File: config.mk
export PLATFORM = sky130hd
export DESIGN_NAME = rvj1_core
export DESIGN_NICKNAME = d
export VERILOG_FILES = /design/src/verilog/rvj1_defines.sv /design/src/verilog/rvj1_dec_ex_if.sv /design/src/verilog/rvj1_dec.sv /design/src/verilog/rvj1_alu.sv /design/src/verilog/rvj1_regfile.sv /design/src/verilog/rvj1_wb.sv /design/src/verilog/rvj1_core.sv
export SDC_FILE = /design/constraint.sdc
export NUM_CORES = 2
export LEC_CHECK = 0
export BUFFER_PORTS_ARGS = -buffer_cell sky130_fd_sc_hd__buf_2
export CORE_MARGIN = 3
export CORE_UTILIZATION = 30
export CTS_CLUSTER_DIAMETER = 100
export DETAILED_ROUTE_END_ITERATION = 8
export SLEW_MARGIN = 25
export SYNTH_ARGS = -nofsm -noshare
export SYNTH_HDL_FRONTEND = slang
export SYNTH_SLANG_ARGS = --single-unit
File: constraint.sdc
create_clock -name clk_i -period 10.4 [get_ports clk_i]
set_clock_uncertainty 0.1 [all_clocks]
set_input_delay 0.52 -clock clk_i [delete_from_list [all_inputs] [get_ports clk_i]]
set_output_delay 0.52 -clock clk_i [all_outputs]
set_load 0.03 [all_outputs]
File: src/verilog/rvj1_defines.sv
// Shared definitions for the rvj1 RV32I execution slice
// ISA widths, major opcodes, funct encodings and ALU operations

`default_nettype none

package rvj1_defines;

  ////////////////////////////////////////////////////////////
  // ISA widths
  ////////////////////////////////////////////////////////////
  localparam int XLEN  = 32;  // Data and instruction width
  localparam int RALEN = 5;   // Register address width

  ////////////////////////////////////////////////////////////
  // Major opcodes, instr[6:0]
  ////////////////////////////////////////////////////////////
  // Only the integer compute opcodes are handled by this slice
  typedef enum logic [6:0] {
    OPCODE_OPIMM = 7'b0010011,  // Register-immediate ALU ops
    OPCODE_OP    = 7'b0110011,  // Register-register ALU ops
    OPCODE_LUI   = 7'b0110111,  // Load upper immediate
    OPCODE_AUIPC = 7'b0010111   // Add upper immediate to PC
  } opcode_e;

  ////////////////////////////////////////////////////////////
  // funct3 encodings, instr[14:12]
  ////////////////////////////////////////////////////////////
  // Same values serve OP, the I suffix is kept from the spec tables
  typedef enum logic [2:0] {
    F3_ADDI      = 3'b000,  // ADD and SUB for OP
    F3_SLLI      = 3'b001,
    F3_SLTI      = 3'b010,
    F3_SLTIU     = 3'b011,
    F3_XORI      = 3'b100,
    F3_SRLI_SRAI = 3'b101,  // Logic or arithmetic by funct7
    F3_ORI       = 3'b110,
    F3_ANDI      = 3'b111
  } f3_imm_e;

  ////////////////////////////////////////////////////////////
  // funct7 encodings, instr[31:25]
  ////////////////////////////////////////////////////////////
  typedef enum logic [6:0] {
    F7_SLLI_SRLI_ADDI = 7'b0000000,  // Plain variant
    F7_SRAI_SUB       = 7'b0100000   // Bit 30 set selects SUB or SRA
  } f7_shift_imm_e;

  ////////////////////////////////////////////////////////////
  // ALU operations
  ////////////////////////////////////////////////////////////
  typedef enum logic [3:0] {
    ALU_OP_ADD  = 4'd0,
    ALU_OP_SUB  = 4'd1,
    ALU_OP_SLL  = 4'd2,
    ALU_OP_SLT  = 4'd3,  // Signed compare
    ALU_OP_SLTU = 4'd4,  // Unsigned compare
    ALU_OP_XOR  = 4'd5,
    ALU_OP_SRL  = 4'd6,
    ALU_OP_SRA  = 4'd7,  // Sign fill
    ALU_OP_OR   = 4'd8,
    ALU_OP_AND  = 4'd9
  } alu_op_e;

  // Shift amount width within an XLEN operand
  localparam int SHAMT_W = 5;

endpackage

`default_nettype wire

File: src/verilog/rvj1_dec_ex_if.sv
// Decode to execute link of the rvj1 slice
// Carries the registered control word, the immediate and the PC

`default_nettype none

interface rvj1_dec_ex_if import rvj1_defines::*; ();

  logic             issued;        // One cycle strobe, new control word
  logic [RALEN-1:0] rf_addr_a;     // Source register A
  logic [RALEN-1:0] rf_addr_b;     // Source register B
  alu_op_e          alu_sel;       // Operation for the ALU
  logic             rpa_or_pc;     // Operand A from PC
  logic             rpb_or_imm;    // Operand B from immediate
  logic             alu_write_rf;  // Result goes to the register file
  logic [RALEN-1:0] alu_regdest;   // Destination register
  logic [XLEN-1:0]  immediate;     // Sign extended or upper immediate
  logic [XLEN-1:0]  pc;            // Address of the instruction

  // Decoder side
  modport dec (
    output issued, rf_addr_a, rf_addr_b, alu_sel, rpa_or_pc, rpb_or_imm,
           alu_write_rf, alu_regdest, immediate, pc
  );

  // ALU and writeback side
  modport ex (
    input issued, rf_addr_a, rf_addr_b, alu_sel, rpa_or_pc, rpb_or_imm,
          alu_write_rf, alu_regdest, immediate, pc
  );

endinterface

`default_nettype wire

File: src/verilog/rvj1_dec.sv
// RV32I decoder for the rvj1 slice
// Splits the instruction into fields, builds immediates and the ALU control,
// registers the control word on accept, clears it when idle, holds on stall

`default_nettype none

module rvj1_dec import rvj1_defines::*; (
  input  logic            clk_i,
  input  logic            rstn_i,

  input  logic [XLEN-1:0] instr_i,        // Instruction word
  input  logic [XLEN-1:0] instr_pc_i,     // Its address
  input  logic            instr_valid_i,

  input  logic            stall_i,
  output logic            instr_ready_o,  // Low while stalled

  rvj1_dec_ex_if.dec      dec_o
);

  ////////////////////////////////////////////////////////////
  // Instruction fields
  ////////////////////////////////////////////////////////////
  logic [6:0]       opcode;
  logic [RALEN-1:0] rd;
  logic [RALEN-1:0] rs1;
  logic [RALEN-1:0] rs2;
  logic [2:0]       funct3;
  logic [6:0]       funct7;
  logic [XLEN-1:0]  imm_i;  // I type, sign extended
  logic [XLEN-1:0]  imm_u;  // U type, low 12 bits zero

  assign opcode = instr_i[6:0];
  assign rd     = instr_i[11:7];
  assign funct3 = instr_i[14:12];
  assign rs1    = instr_i[19:15];
  assign rs2    = instr_i[24:20];
  assign funct7 = instr_i[31:25];

  assign imm_i = {{20{instr_i[31]}}, instr_i[31:20]};
  assign imm_u = {instr_i[31:12], 12'b0};

  // funct3/funct7 to ALU operation
  // For OP-IMM bit 30 belongs to the immediate except on shifts
  function automatic alu_op_e f3_7_to_alu_op(input f3_imm_e       f3,
                                             input f7_shift_imm_e f7,
                                             input logic          is_reg);
    alu_op_e op;
    op = ALU_OP_ADD;
    case (f3)
      F3_ADDI:      op = (is_reg && f7 == F7_SRAI_SUB) ? ALU_OP_SUB : ALU_OP_ADD;
      F3_SLLI:      op = ALU_OP_SLL;
      F3_SLTI:      op = ALU_OP_SLT;
      F3_SLTIU:     op = ALU_OP_SLTU;
      F3_XORI:      op = ALU_OP_XOR;
      F3_SRLI_SRAI: op = (f7 == F7_SRAI_SUB) ? ALU_OP_SRA : ALU_OP_SRL;
      F3_ORI:       op = ALU_OP_OR;
      F3_ANDI:      op = ALU_OP_AND;
      default:      op = ALU_OP_ADD;
    endcase
    return op;
  endfunction

  ////////////////////////////////////////////////////////////
  // Combinational decode
  ////////////////////////////////////////////////////////////
  logic [RALEN-1:0] rf_addr_a_d;
  logic [RALEN-1:0] rf_addr_b_d;
  alu_op_e          alu_sel_d;
  logic             rpa_or_pc_d;
  logic             rpb_or_imm_d;
  logic             alu_write_rf_d;
  logic [XLEN-1:0]  immediate_d;
  logic             accept;

  always_comb begin
    // Defaults describe a no-op
    rf_addr_a_d    = '0;
    rf_addr_b_d    = '0;
    alu_sel_d      = ALU_OP_ADD;
    rpa_or_pc_d    = 1'b0;
    rpb_or_imm_d   = 1'b0;
    alu_write_rf_d = 1'b0;
    immediate_d    = '0;
    case (opcode_e'(opcode))
      OPCODE_OPIMM: begin
        rf_addr_a_d    = rs1;
        alu_sel_d      = f3_7_to_alu_op(f3_imm_e'(funct3), f7_shift_imm_e'(funct7), 1'b0);
        rpb_or_imm_d   = 1'b1;
        alu_write_rf_d = 1'b1;
        immediate_d    = imm_i;
      end
      OPCODE_OP: begin
        rf_addr_a_d    = rs1;
        rf_addr_b_d    = rs2;
        alu_sel_d      = f3_7_to_alu_op(f3_imm_e'(funct3), f7_shift_imm_e'(funct7), 1'b1);
        alu_write_rf_d = 1'b1;
      end
      OPCODE_LUI: begin  // x0 + imm, rs1 stays zero
        rpb_or_imm_d   = 1'b1;
        alu_write_rf_d = 1'b1;
        immediate_d    = imm_u;
      end
      OPCODE_AUIPC: begin
        rpa_or_pc_d    = 1'b1;
        rpb_or_imm_d   = 1'b1;
        alu_write_rf_d = 1'b1;
        immediate_d    = imm_u;
      end
      default: ;  // Unknown opcode issues as a no-op
    endcase
  end

  ////////////////////////////////////////////////////////////
  // Handshake and control word register
  ////////////////////////////////////////////////////////////
  assign instr_ready_o = ~stall_i;
  assign accept        = instr_valid_i & instr_ready_o;

  always_ff @(posedge clk_i) begin
    if (!rstn_i) begin
      dec_o.issued       <= 1'b0;
      dec_o.rf_addr_a    <= '0;
      dec_o.rf_addr_b    <= '0;
      dec_o.alu_sel      <= ALU_OP_ADD;
      dec_o.rpa_or_pc    <= 1'b0;
      dec_o.rpb_or_imm   <= 1'b0;
      dec_o.alu_write_rf <= 1'b0;
    end else if (accept) begin
      dec_o.issued       <= 1'b1;
      dec_o.rf_addr_a    <= rf_addr_a_d;
      dec_o.rf_addr_b    <= rf_addr_b_d;
      dec_o.alu_sel      <= alu_sel_d;
      dec_o.rpa_or_pc    <= rpa_or_pc_d;
      dec_o.rpb_or_imm   <= rpb_or_imm_d;
      dec_o.alu_write_rf <= alu_write_rf_d;
    end else if (!stall_i) begin  // Idle cycle, back to no-op
      dec_o.issued       <= 1'b0;
      dec_o.rf_addr_a    <= '0;
      dec_o.rf_addr_b    <= '0;
      dec_o.alu_sel      <= ALU_OP_ADD;
      dec_o.rpa_or_pc    <= 1'b0;
      dec_o.rpb_or_imm   <= 1'b0;
      dec_o.alu_write_rf <= 1'b0;
    end
  end

  // Payload, only meaningful with alu_write_rf
  always_ff @(posedge clk_i) begin
    if (accept) begin
      dec_o.alu_regdest <= rd;
      dec_o.immediate   <= immediate_d;
      dec_o.pc          <= instr_pc_i;
    end
  end

endmodule

`default_nettype wire

File: src/verilog/rvj1_alu.sv
// Execute stage of the rvj1 slice
// Picks the operands from PC, immediate or register file and runs the ALU

`default_nettype none

module rvj1_alu import rvj1_defines::*; (
  rvj1_dec_ex_if.ex        ctrl_i,

  output logic [RALEN-1:0] rf_addr_a_o,   // Register file read port A
  output logic [RALEN-1:0] rf_addr_b_o,   // Register file read port B
  input  logic [XLEN-1:0]  rf_data_a_i,
  input  logic [XLEN-1:0]  rf_data_b_i,

  output logic [XLEN-1:0]  alu_result_o
);

  logic [XLEN-1:0]    op_a;
  logic [XLEN-1:0]    op_b;
  logic [SHAMT_W-1:0] shamt;

  // Read addresses come straight from the control word
  assign rf_addr_a_o = ctrl_i.rf_addr_a;
  assign rf_addr_b_o = ctrl_i.rf_addr_b;

  ////////////////////////////////////////////////////////////
  // Operand selection
  ////////////////////////////////////////////////////////////
  assign op_a  = ctrl_i.rpa_or_pc  ? ctrl_i.pc        : rf_data_a_i;  // AUIPC uses PC
  assign op_b  = ctrl_i.rpb_or_imm ? ctrl_i.immediate : rf_data_b_i;
  assign shamt = op_b[SHAMT_W-1:0];  // Low 5 bits only

  ////////////////////////////////////////////////////////////
  // ALU
  ////////////////////////////////////////////////////////////
  always_comb begin
    case (ctrl_i.alu_sel)
      ALU_OP_ADD:  alu_result_o = op_a + op_b;
      ALU_OP_SUB:  alu_result_o = op_a - op_b;
      ALU_OP_SLL:  alu_result_o = op_a << shamt;
      ALU_OP_SLT:  alu_result_o = {{(XLEN-1){1'b0}}, $signed(op_a) < $signed(op_b)};
      ALU_OP_SLTU: alu_result_o = {{(XLEN-1){1'b0}}, op_a < op_b};
      ALU_OP_XOR:  alu_result_o = op_a ^ op_b;
      ALU_OP_SRL:  alu_result_o = op_a >> shamt;
      ALU_OP_SRA:  alu_result_o = $unsigned($signed(op_a) >>> shamt);  // Sign fill
      ALU_OP_OR:   alu_result_o = op_a | op_b;
      ALU_OP_AND:  alu_result_o = op_a & op_b;
      default:     alu_result_o = '0;
    endcase
  end

endmodule

`default_nettype wire

File: src/verilog/rvj1_regfile.sv
// Integer register file, 32 entries of XLEN bits
// Two combinational read ports, one write port, x0 hardwired to zero

`default_nettype none

module rvj1_regfile import rvj1_defines::*; (
  input  logic             clk_i,
  input  logic             rstn_i,

  input  logic [RALEN-1:0] raddr_a_i,
  input  logic [RALEN-1:0] raddr_b_i,
  output logic [XLEN-1:0]  rdata_a_o,
  output logic [XLEN-1:0]  rdata_b_o,

  input  logic             we_i,
  input  logic [RALEN-1:0] waddr_i,
  input  logic [XLEN-1:0]  wdata_i
);

  // x1 to x31 only, x0 has no storage
  logic [XLEN-1:0] regs [1:31];

  always_ff @(posedge clk_i) begin
    if (!rstn_i) begin
      for (int i = 1; i < 32; i++) begin
        regs[i] <= '0;
      end
    end else if (we_i && waddr_i != '0) begin  // Writes to x0 dropped
      regs[waddr_i] <= wdata_i;
    end
  end

  assign rdata_a_o = (raddr_a_i == '0) ? '0 : regs[raddr_a_i];
  assign rdata_b_o = (raddr_b_i == '0) ? '0 : regs[raddr_b_i];

endmodule

`default_nettype wire

File: src/verilog/rvj1_wb.sv
// Writeback stage of the rvj1 slice
// Writes the ALU result into the register file and reports it at the ports

`default_nettype none

module rvj1_wb import rvj1_defines::*; (
  input  logic             clk_i,
  input  logic             rstn_i,
  input  logic             stall_i,

  rvj1_dec_ex_if.ex        ctrl_i,
  input  logic [XLEN-1:0]  alu_result_i,

  output logic             rf_we_o,     // Register file write port
  output logic [RALEN-1:0] rf_waddr_o,
  output logic [XLEN-1:0]  rf_wdata_o,

  output logic             wb_valid_o,  // Reported writeback
  output logic [RALEN-1:0] wb_rd_o,
  output logic [XLEN-1:0]  wb_data_o
);

  logic wb_fire;

  // New control word that writes a register
  assign wb_fire = ctrl_i.issued & ctrl_i.alu_write_rf;

  // Stall blocks the write, decoder holds it for later
  assign rf_we_o    = wb_fire & ~stall_i;
  assign rf_waddr_o = ctrl_i.alu_regdest;
  assign rf_wdata_o = alu_result_i;

  // One cycle strobe, held while stalled
  always_ff @(posedge clk_i) begin
    if (!rstn_i) begin
      wb_valid_o <= 1'b0;
    end else if (!stall_i) begin
      wb_valid_o <= wb_fire;
    end
  end

  always_ff @(posedge clk_i) begin
    if (rf_we_o) begin
      wb_rd_o   <= ctrl_i.alu_regdest;  // x0 still reported
      wb_data_o <= alu_result_i;
    end
  end

endmodule

`default_nettype wire

File: src/verilog/rvj1_core.sv
// Top level of the rvj1 RV32I execution slice
// Decoder, ALU, register file and writeback stage wired together

`default_nettype none

module rvj1_core import rvj1_defines::*; (
  input  logic             clk_i,
  input  logic             rstn_i,

  // Instruction input
  input  logic [XLEN-1:0]  instr_i,
  input  logic [XLEN-1:0]  instr_pc_i,
  input  logic             instr_valid_i,

  // Flow control
  input  logic             stall_i,
  output logic             instr_ready_o,

  // Writeback report
  output logic             wb_valid_o,
  output logic [RALEN-1:0] wb_rd_o,
  output logic [XLEN-1:0]  wb_data_o
);

  ////////////////////////////////////////////////////////////
  // Internal links
  ////////////////////////////////////////////////////////////
  rvj1_dec_ex_if dec_ex ();  // Registered control word

  logic [RALEN-1:0] rf_raddr_a;
  logic [RALEN-1:0] rf_raddr_b;
  logic [XLEN-1:0]  rf_rdata_a;
  logic [XLEN-1:0]  rf_rdata_b;
  logic [XLEN-1:0]  alu_result;
  logic             rf_we;
  logic [RALEN-1:0] rf_waddr;
  logic [XLEN-1:0]  rf_wdata;

  ////////////////////////////////////////////////////////////
  // Stages
  ////////////////////////////////////////////////////////////
  rvj1_dec u_dec (
    .clk_i         (clk_i),
    .rstn_i        (rstn_i),
    .instr_i       (instr_i),
    .instr_pc_i    (instr_pc_i),
    .instr_valid_i (instr_valid_i),
    .stall_i       (stall_i),
    .instr_ready_o (instr_ready_o),
    .dec_o         (dec_ex.dec)
  );

  rvj1_alu u_alu (
    .ctrl_i       (dec_ex.ex),
    .rf_addr_a_o  (rf_raddr_a),
    .rf_addr_b_o  (rf_raddr_b),
    .rf_data_a_i  (rf_rdata_a),
    .rf_data_b_i  (rf_rdata_b),
    .alu_result_o (alu_result)
  );

  rvj1_regfile u_rf (
    .clk_i     (clk_i),
    .rstn_i    (rstn_i),
    .raddr_a_i (rf_raddr_a),
    .raddr_b_i (rf_raddr_b),
    .rdata_a_o (rf_rdata_a),
    .rdata_b_o (rf_rdata_b),
    .we_i      (rf_we),
    .waddr_i   (rf_waddr),
    .wdata_i   (rf_wdata)
  );

  rvj1_wb u_wb (
    .clk_i        (clk_i),
    .rstn_i       (rstn_i),
    .stall_i      (stall_i),
    .ctrl_i       (dec_ex.ex),
    .alu_result_i (alu_result),
    .rf_we_o      (rf_we),
    .rf_waddr_o   (rf_waddr),
    .rf_wdata_o   (rf_wdata),
    .wb_valid_o   (wb_valid_o),
    .wb_rd_o      (wb_rd_o),
    .wb_data_o    (wb_data_o)
  );

endmodule

`default_nettype wire

## After elaboration in Yosys (flattened, before gate mapping)

Memories as Yosys holds them, arrays and structs flattened. A register that Yosys moved wholly into a read port is not among the register bits.
Cells that the tools add are included.

- Input bits: 68
- Logic and storage cells: 98
- Output and inout bits: 39
- Register bits: 125
- Memories kept: 1
- Bits in writable memories: 992

Memory list:

| name | words | bits a word | read ports | clocked after memory_dff | wr ports | line | RTL |
|---|---|---|---|---|---|---|---|
| u_rf.regs | 31 | 32 | 2 | 2 | 31 | rvj1_regfile.sv:21 | `logic [XLEN-1:0] regs [1:31];` |

- Eq/ne operators: 22
- Shift operators: 3
- Reduce and logical (&&, ||, !) cells: 11
- Add/subtract/negate cells: 2
- Bitwise gates (word level): 7
- Magnitude comparators: 2
- Multiplexer cells: 37

Operator list:

| cell | count |
|---|---|
| $pmux 32 s10 | 1 |
| $mux 32 | 5 |
| $lt 32x32->1 | 2 |
| $pmux 32 s2 | 1 |
| $pmux 4 s8 | 2 |
| $mux 5 | 10 |
| $add 32x32->32 | 1 |
| $and 32x32->32 | 1 |
| $or 32x32->32 | 1 |
| $reduce_or 32->1 | 1 |
| $shl 32x5->32 | 1 |
| $shr 32x5->32 | 1 |
| $sshr 32x5->32 | 1 |
| $sub 32x32->32 | 1 |
| $xor 32x32->32 | 1 |
| $eq 7x6->1 const B | 3 |
| $eq 4x3->1 const B | 4 |
| $mux 1 | 15 |
| $eq 7x5->1 const B | 2 |
| $eq 3x3->1 const B | 4 |
| $logic_not 5->1 | 2 |
| $eq 4x2->1 const B | 2 |
| $eq 4x4->1 const B | 2 |
| $mux 4 | 2 |
| other kinds (14) | 18 |

## Depth between registers and ports, before layout

- Depth in word-level cells: 8
- Depth in mapped cells: 28
- Depth with buffers taken out: 18

## Cells and area by module

A second synthesis with hierarchy kept.

- Cell total of the unflattened synthesis: 5144
- Area, all modules: 68152.9 um2

Modules (own cells, without submodules):

| module | instances | sequential area each (um2) | cells each | area an instance (um2) |
|---|---|---|---|---|
| rvj1_regfile | 1 | 30749.5 | 3505 | 54214.5 |
| rvj1_alu | 1 | 0.0 | 1372 | 9396.5 |
| rvj1_dec | 1 | 2432.3 | 187 | 3108.0 |
| rvj1_wb | 1 | 1131.1 | 80 | 1433.9 |

## Worst setup path after synthesis

No wires, ideal clock.

- Kind: flip-flop to flip-flop
- Start point: register with a tool-made name
- End point: memory u_rf.regs[10][25] (data pin)
- Path buffers: 7
- Path slack: 3.517 ns
- Period minus slack after synthesis: 6.883 ns
- Setup time: 0.265 ns
- Arrival: 6.518 ns
- Data required time: 10.035 ns
- Cell stages (with the launch flop): 24
- Cells stage by stage: dfxtp_1 -> buf_4 -> buf_4 -> buf_4 -> buf_2 -> buf_1 -> buf_1 -> mux4_2 -> mux4_2 -> mux2i_1 -> o21ai_0 -> ha_1 -> inv_1 -> a2111oi_0 -> a311oi_1 -> a221oi_1 -> o21bai_1 -> and2_1 -> a211oi_1 -> a2bb2oi_1 -> a21oi_1 -> nor4b_2 -> buf_2 -> nor2_1

RTL lines:

| what | line |
|---|---|
| end: declaration | rvj1_regfile.sv:21 |

==> metrics.txt <==
synthesis warning total 0; IR Drop Worst-Case VDD roughly 0.00014 V; CP max FO 47; final hold vios 0; CTS Buf Count 132; Worst-Margin Slew 1.22 ns; CTS resizes 0; sequential cell area 0.0345 mm2; clock root buffer clkbuf_16; ratio of cells with drive above 1 in the final layout 0.222; RSZ-0062 raised after global routing no; Async SR Flop Fraction 0; Top Usage Layer GRT met2; row cnt between 150 and 200; synth top area cells edfxtp_1 (51%), mux4_2 (16%), nor2_1 (6.4%); final antenna-violating net count 0; HP Class input pin to register; Synth top cells by count nor2_1 (1,143), edfxtp_1 (1,130), mux4_2 (466); area of the multi-input gates 0.0299 mm2; Clock transition at path regs 0.06 ns; Starting Density 0.303; Yosys reg bits between 1,000 and 1,500; Via density 6.14; sequential-to-total area share from yosys stat 0.517; grt met2 use 0.370; total wire length 292,000 um; routed vias 51,400; Chip Height roughly 480 um; P_int between 8000 and 9000 uW; worst path required time 10.80 ns; M1 GR Usage 0.319; Slew Limit Fails 0; Core ar. 0.221 mm2; Clock Latency Late Sink 0.82 ns; pwr dens 140 mW/mm2; min Tclk post-route roughly 8.4 ns; Psw 2500 uW; Seq pwr share 0.508; DR iter-0 viols 8,307; RD Place Congestion ~1; global routing usage on met3 0.0780; io pins 107; largest net degree at the start of global routing 71; critical path arrival 8.79 ns; clock network power share 0.446; P&R area growth vs syn 13.4%; CTS tree yes; post-route DRC violation count 0; Worst Setup End Kind register; ys flop type edfxtp_1; setup violators final 0; Sink Count 1,159; synthesized area per cell 12.7 um2; Cell Area, Placed 0.0709 mm2; Synth area leader edfxtp_1; DRT Pass-1 Iters 6; fin nets 5,463; HPWL Detailed 184,000 um; CTS H-tree depth 4; synth unique cells 96; CP startpoint kind register; Finished Cell Area 0.0757 mm2; Setup CP Type register to register; clock buffer depth 3; Post-Syn Instances 5,274; Sw Ratio 0.236; Buffers on Ports 106; number of flops mapped to enable cells by yosys roughly 1,100; crit share post-route 0.807; wire per inst 34.8 um; status complete, no violations; initial antenna violation count 23; mapped cell area 0.0668 mm2; Filler cells 21,500; Comb pwr share 0.047; Max Freq 0.119 GHz; Die X 478 um; gr ovfl total 0; worst slew margin relative to its limit 0.164; count leader, synth nor2_1; vias in the first global route 49,600; Max Cap Viol 0; Leak 0.0241 uW; Die Outline Area 0.228 mm2; Yosys top cell area share 0.508; global-route wire length before repair 399,000 um; Setup Total Neg Slack 0 ns; total track usage 0.248; Tot Pwr 10,600 uW
[placed cells by master, fill, tap and decap left out, types with 15 or more instances in the layout]
master	count
a211oi_1	47
a21o_1	30
a21oi_1	187
a221o_1	24
a221oi_1	41
a22o_1	33
a22oi_1	104
a31oi_1	17
a32o_1	16
and2_1	24
buf_2	107
buf_4	193
clkbuf_1	29
clkbuf_16	134
clkinv_1	30
clkinv_2	19
conb_1	32
dfxtp_1	19
diode_2	15
dlygate4sd3_1	46
edfxtp_1	1130
ha_1	98
inv_1	111
inv_2	28
mux2_2	47
mux2i_1	395
mux4_2	466
nand2_1	161
nand2_2	39
nand2_4	25
nand2b_1	17
nand3_1	35
nor2_1	1137
nor2b_1	34
nor3_1	37
o211ai_1	31
o21ai_0	100
o221ai_1	18
o22ai_1	36
xnor2_1	17
[routing by layer]
layer	wire, um	vias up
met2	127000	4028
met4	19200	4
met5	18	-
met3	38800	843
met1	106000	26400
li1	-	20100
[critical path, cell delays in order, from the launching register on]
cell       delay, ns
dfxtp_4         0.85
buf_12          0.43
mux4_2          0.55
mux2_2          0.28
a221o_1         0.40
a32o_1          0.50
ha_1            0.63
nor2b_1         0.11
a2111oi_0       0.81
a311oi_1        0.30
a221oi_1        0.73
o22a_1          0.26
a31oi_1         0.14
a221oi_1        0.42
xnor2_1         0.17
nor2_1          0.09
nor4_4          0.62
buf_4           0.47
nor2_1          0.10
[power by group through the flow]
| stage | Sequential [uW] | Clock [uW] | Combinational [uW] |
|---|---|---|---|
| final | 5360 | 4710 | 492 |
| after global routing | 5380 | 4950 | 502 |
| after CTS | 5360 | 4750 | 479 |
| after detailed placement | 5460 | 0 | 463 |
| after global placement | 5440 | 0 | 459 |
| after floorplan | 5410 | 0 | 253 |
[logic make-up (layout without fill, tap and decap cells)]
kind of cell | Yosys count | after routing | synth area share
buf+inv | 640 | 738 | 0.0455
flops | 1159 | 1159 | 0.517
mux | 916 | 916 | 0.226
compound gates | 840 | 840 | 0.0908
simple gates | 1600 | 1600 | 0.0996
other cells | 1 | 47 | 0.0000562
xor+xnor | 18 | 18 | 0.00236
fa+ha+maj | 100 | 100 | 0.0190
[flip-flops by register name, summed over array words and instances (netlist names), 4 cells and up, named ones only]
name	flops
u_dec.dec_o.alu_regdest	5
u_dec.dec_o.alu_sel	4
u_dec.dec_o.immediate	32
u_dec.dec_o.pc	32
u_dec.dec_o.rf_addr_a	5
u_dec.dec_o.rf_addr_b	5
u_rf.regs	1024
u_wb.wb_data_o	32
u_wb.wb_rd_o	5
[path summary, 6_finish.rpt]
check	from	endpoint	slack [ns]	cells after the start
hold reg to reg	u_wb.wb_valid_o	u_wb.wb_valid_o	0.42	2
setup reg to reg	register	u_rf.regs[10][31]	2.01	18
hold / removal	instr_i[6]	u_dec.dec_o.alu_write_rf	0.05	4
setup / recovery	register	u_rf.regs[10][31]	2.01	18
[layout make-up]
class                      count  share of cell area
inverter                     140             0.00697
clock inverter                79              0.0111
multi-input combinational   3506               0.395
sequential                  1159               0.456
timing repair buffer         356              0.0350
antenna                       15            0.000496
tap                         2958              0.0489
clock buffer                 163              0.0457
[timing repair]
| action | 4_1_cts | 5_1_grt |
|---|---|---|
| setup buffers | 0 | 0 |
| hold endpoints to repair | 50 | 0 |
| endpoints found under the setup margin | 0 | 0 |
| hold buffers | 46 | 0 |
[metrics by stage]
step | utilization | setup slack [ns] | hold slack, ns | instances
4_1_cts | 0.343 | 2.38 | 0.00114 | 8361
3_3_place_gp | 0.321 | 1.99 | 0.391 | 8070
3_5_place_dp | 0.321 | 2.38 | 0.409 | 8073
2_1_floorplan | - | 3.52 | 0.370 | 5305
6_report | 0.343 | 2.01 | 0.0473 | 8376
5_1_grt | 0.343 | 1.80 | 0.0309 | 8363
No activity file was read; power rests on OpenSTA's default activity.
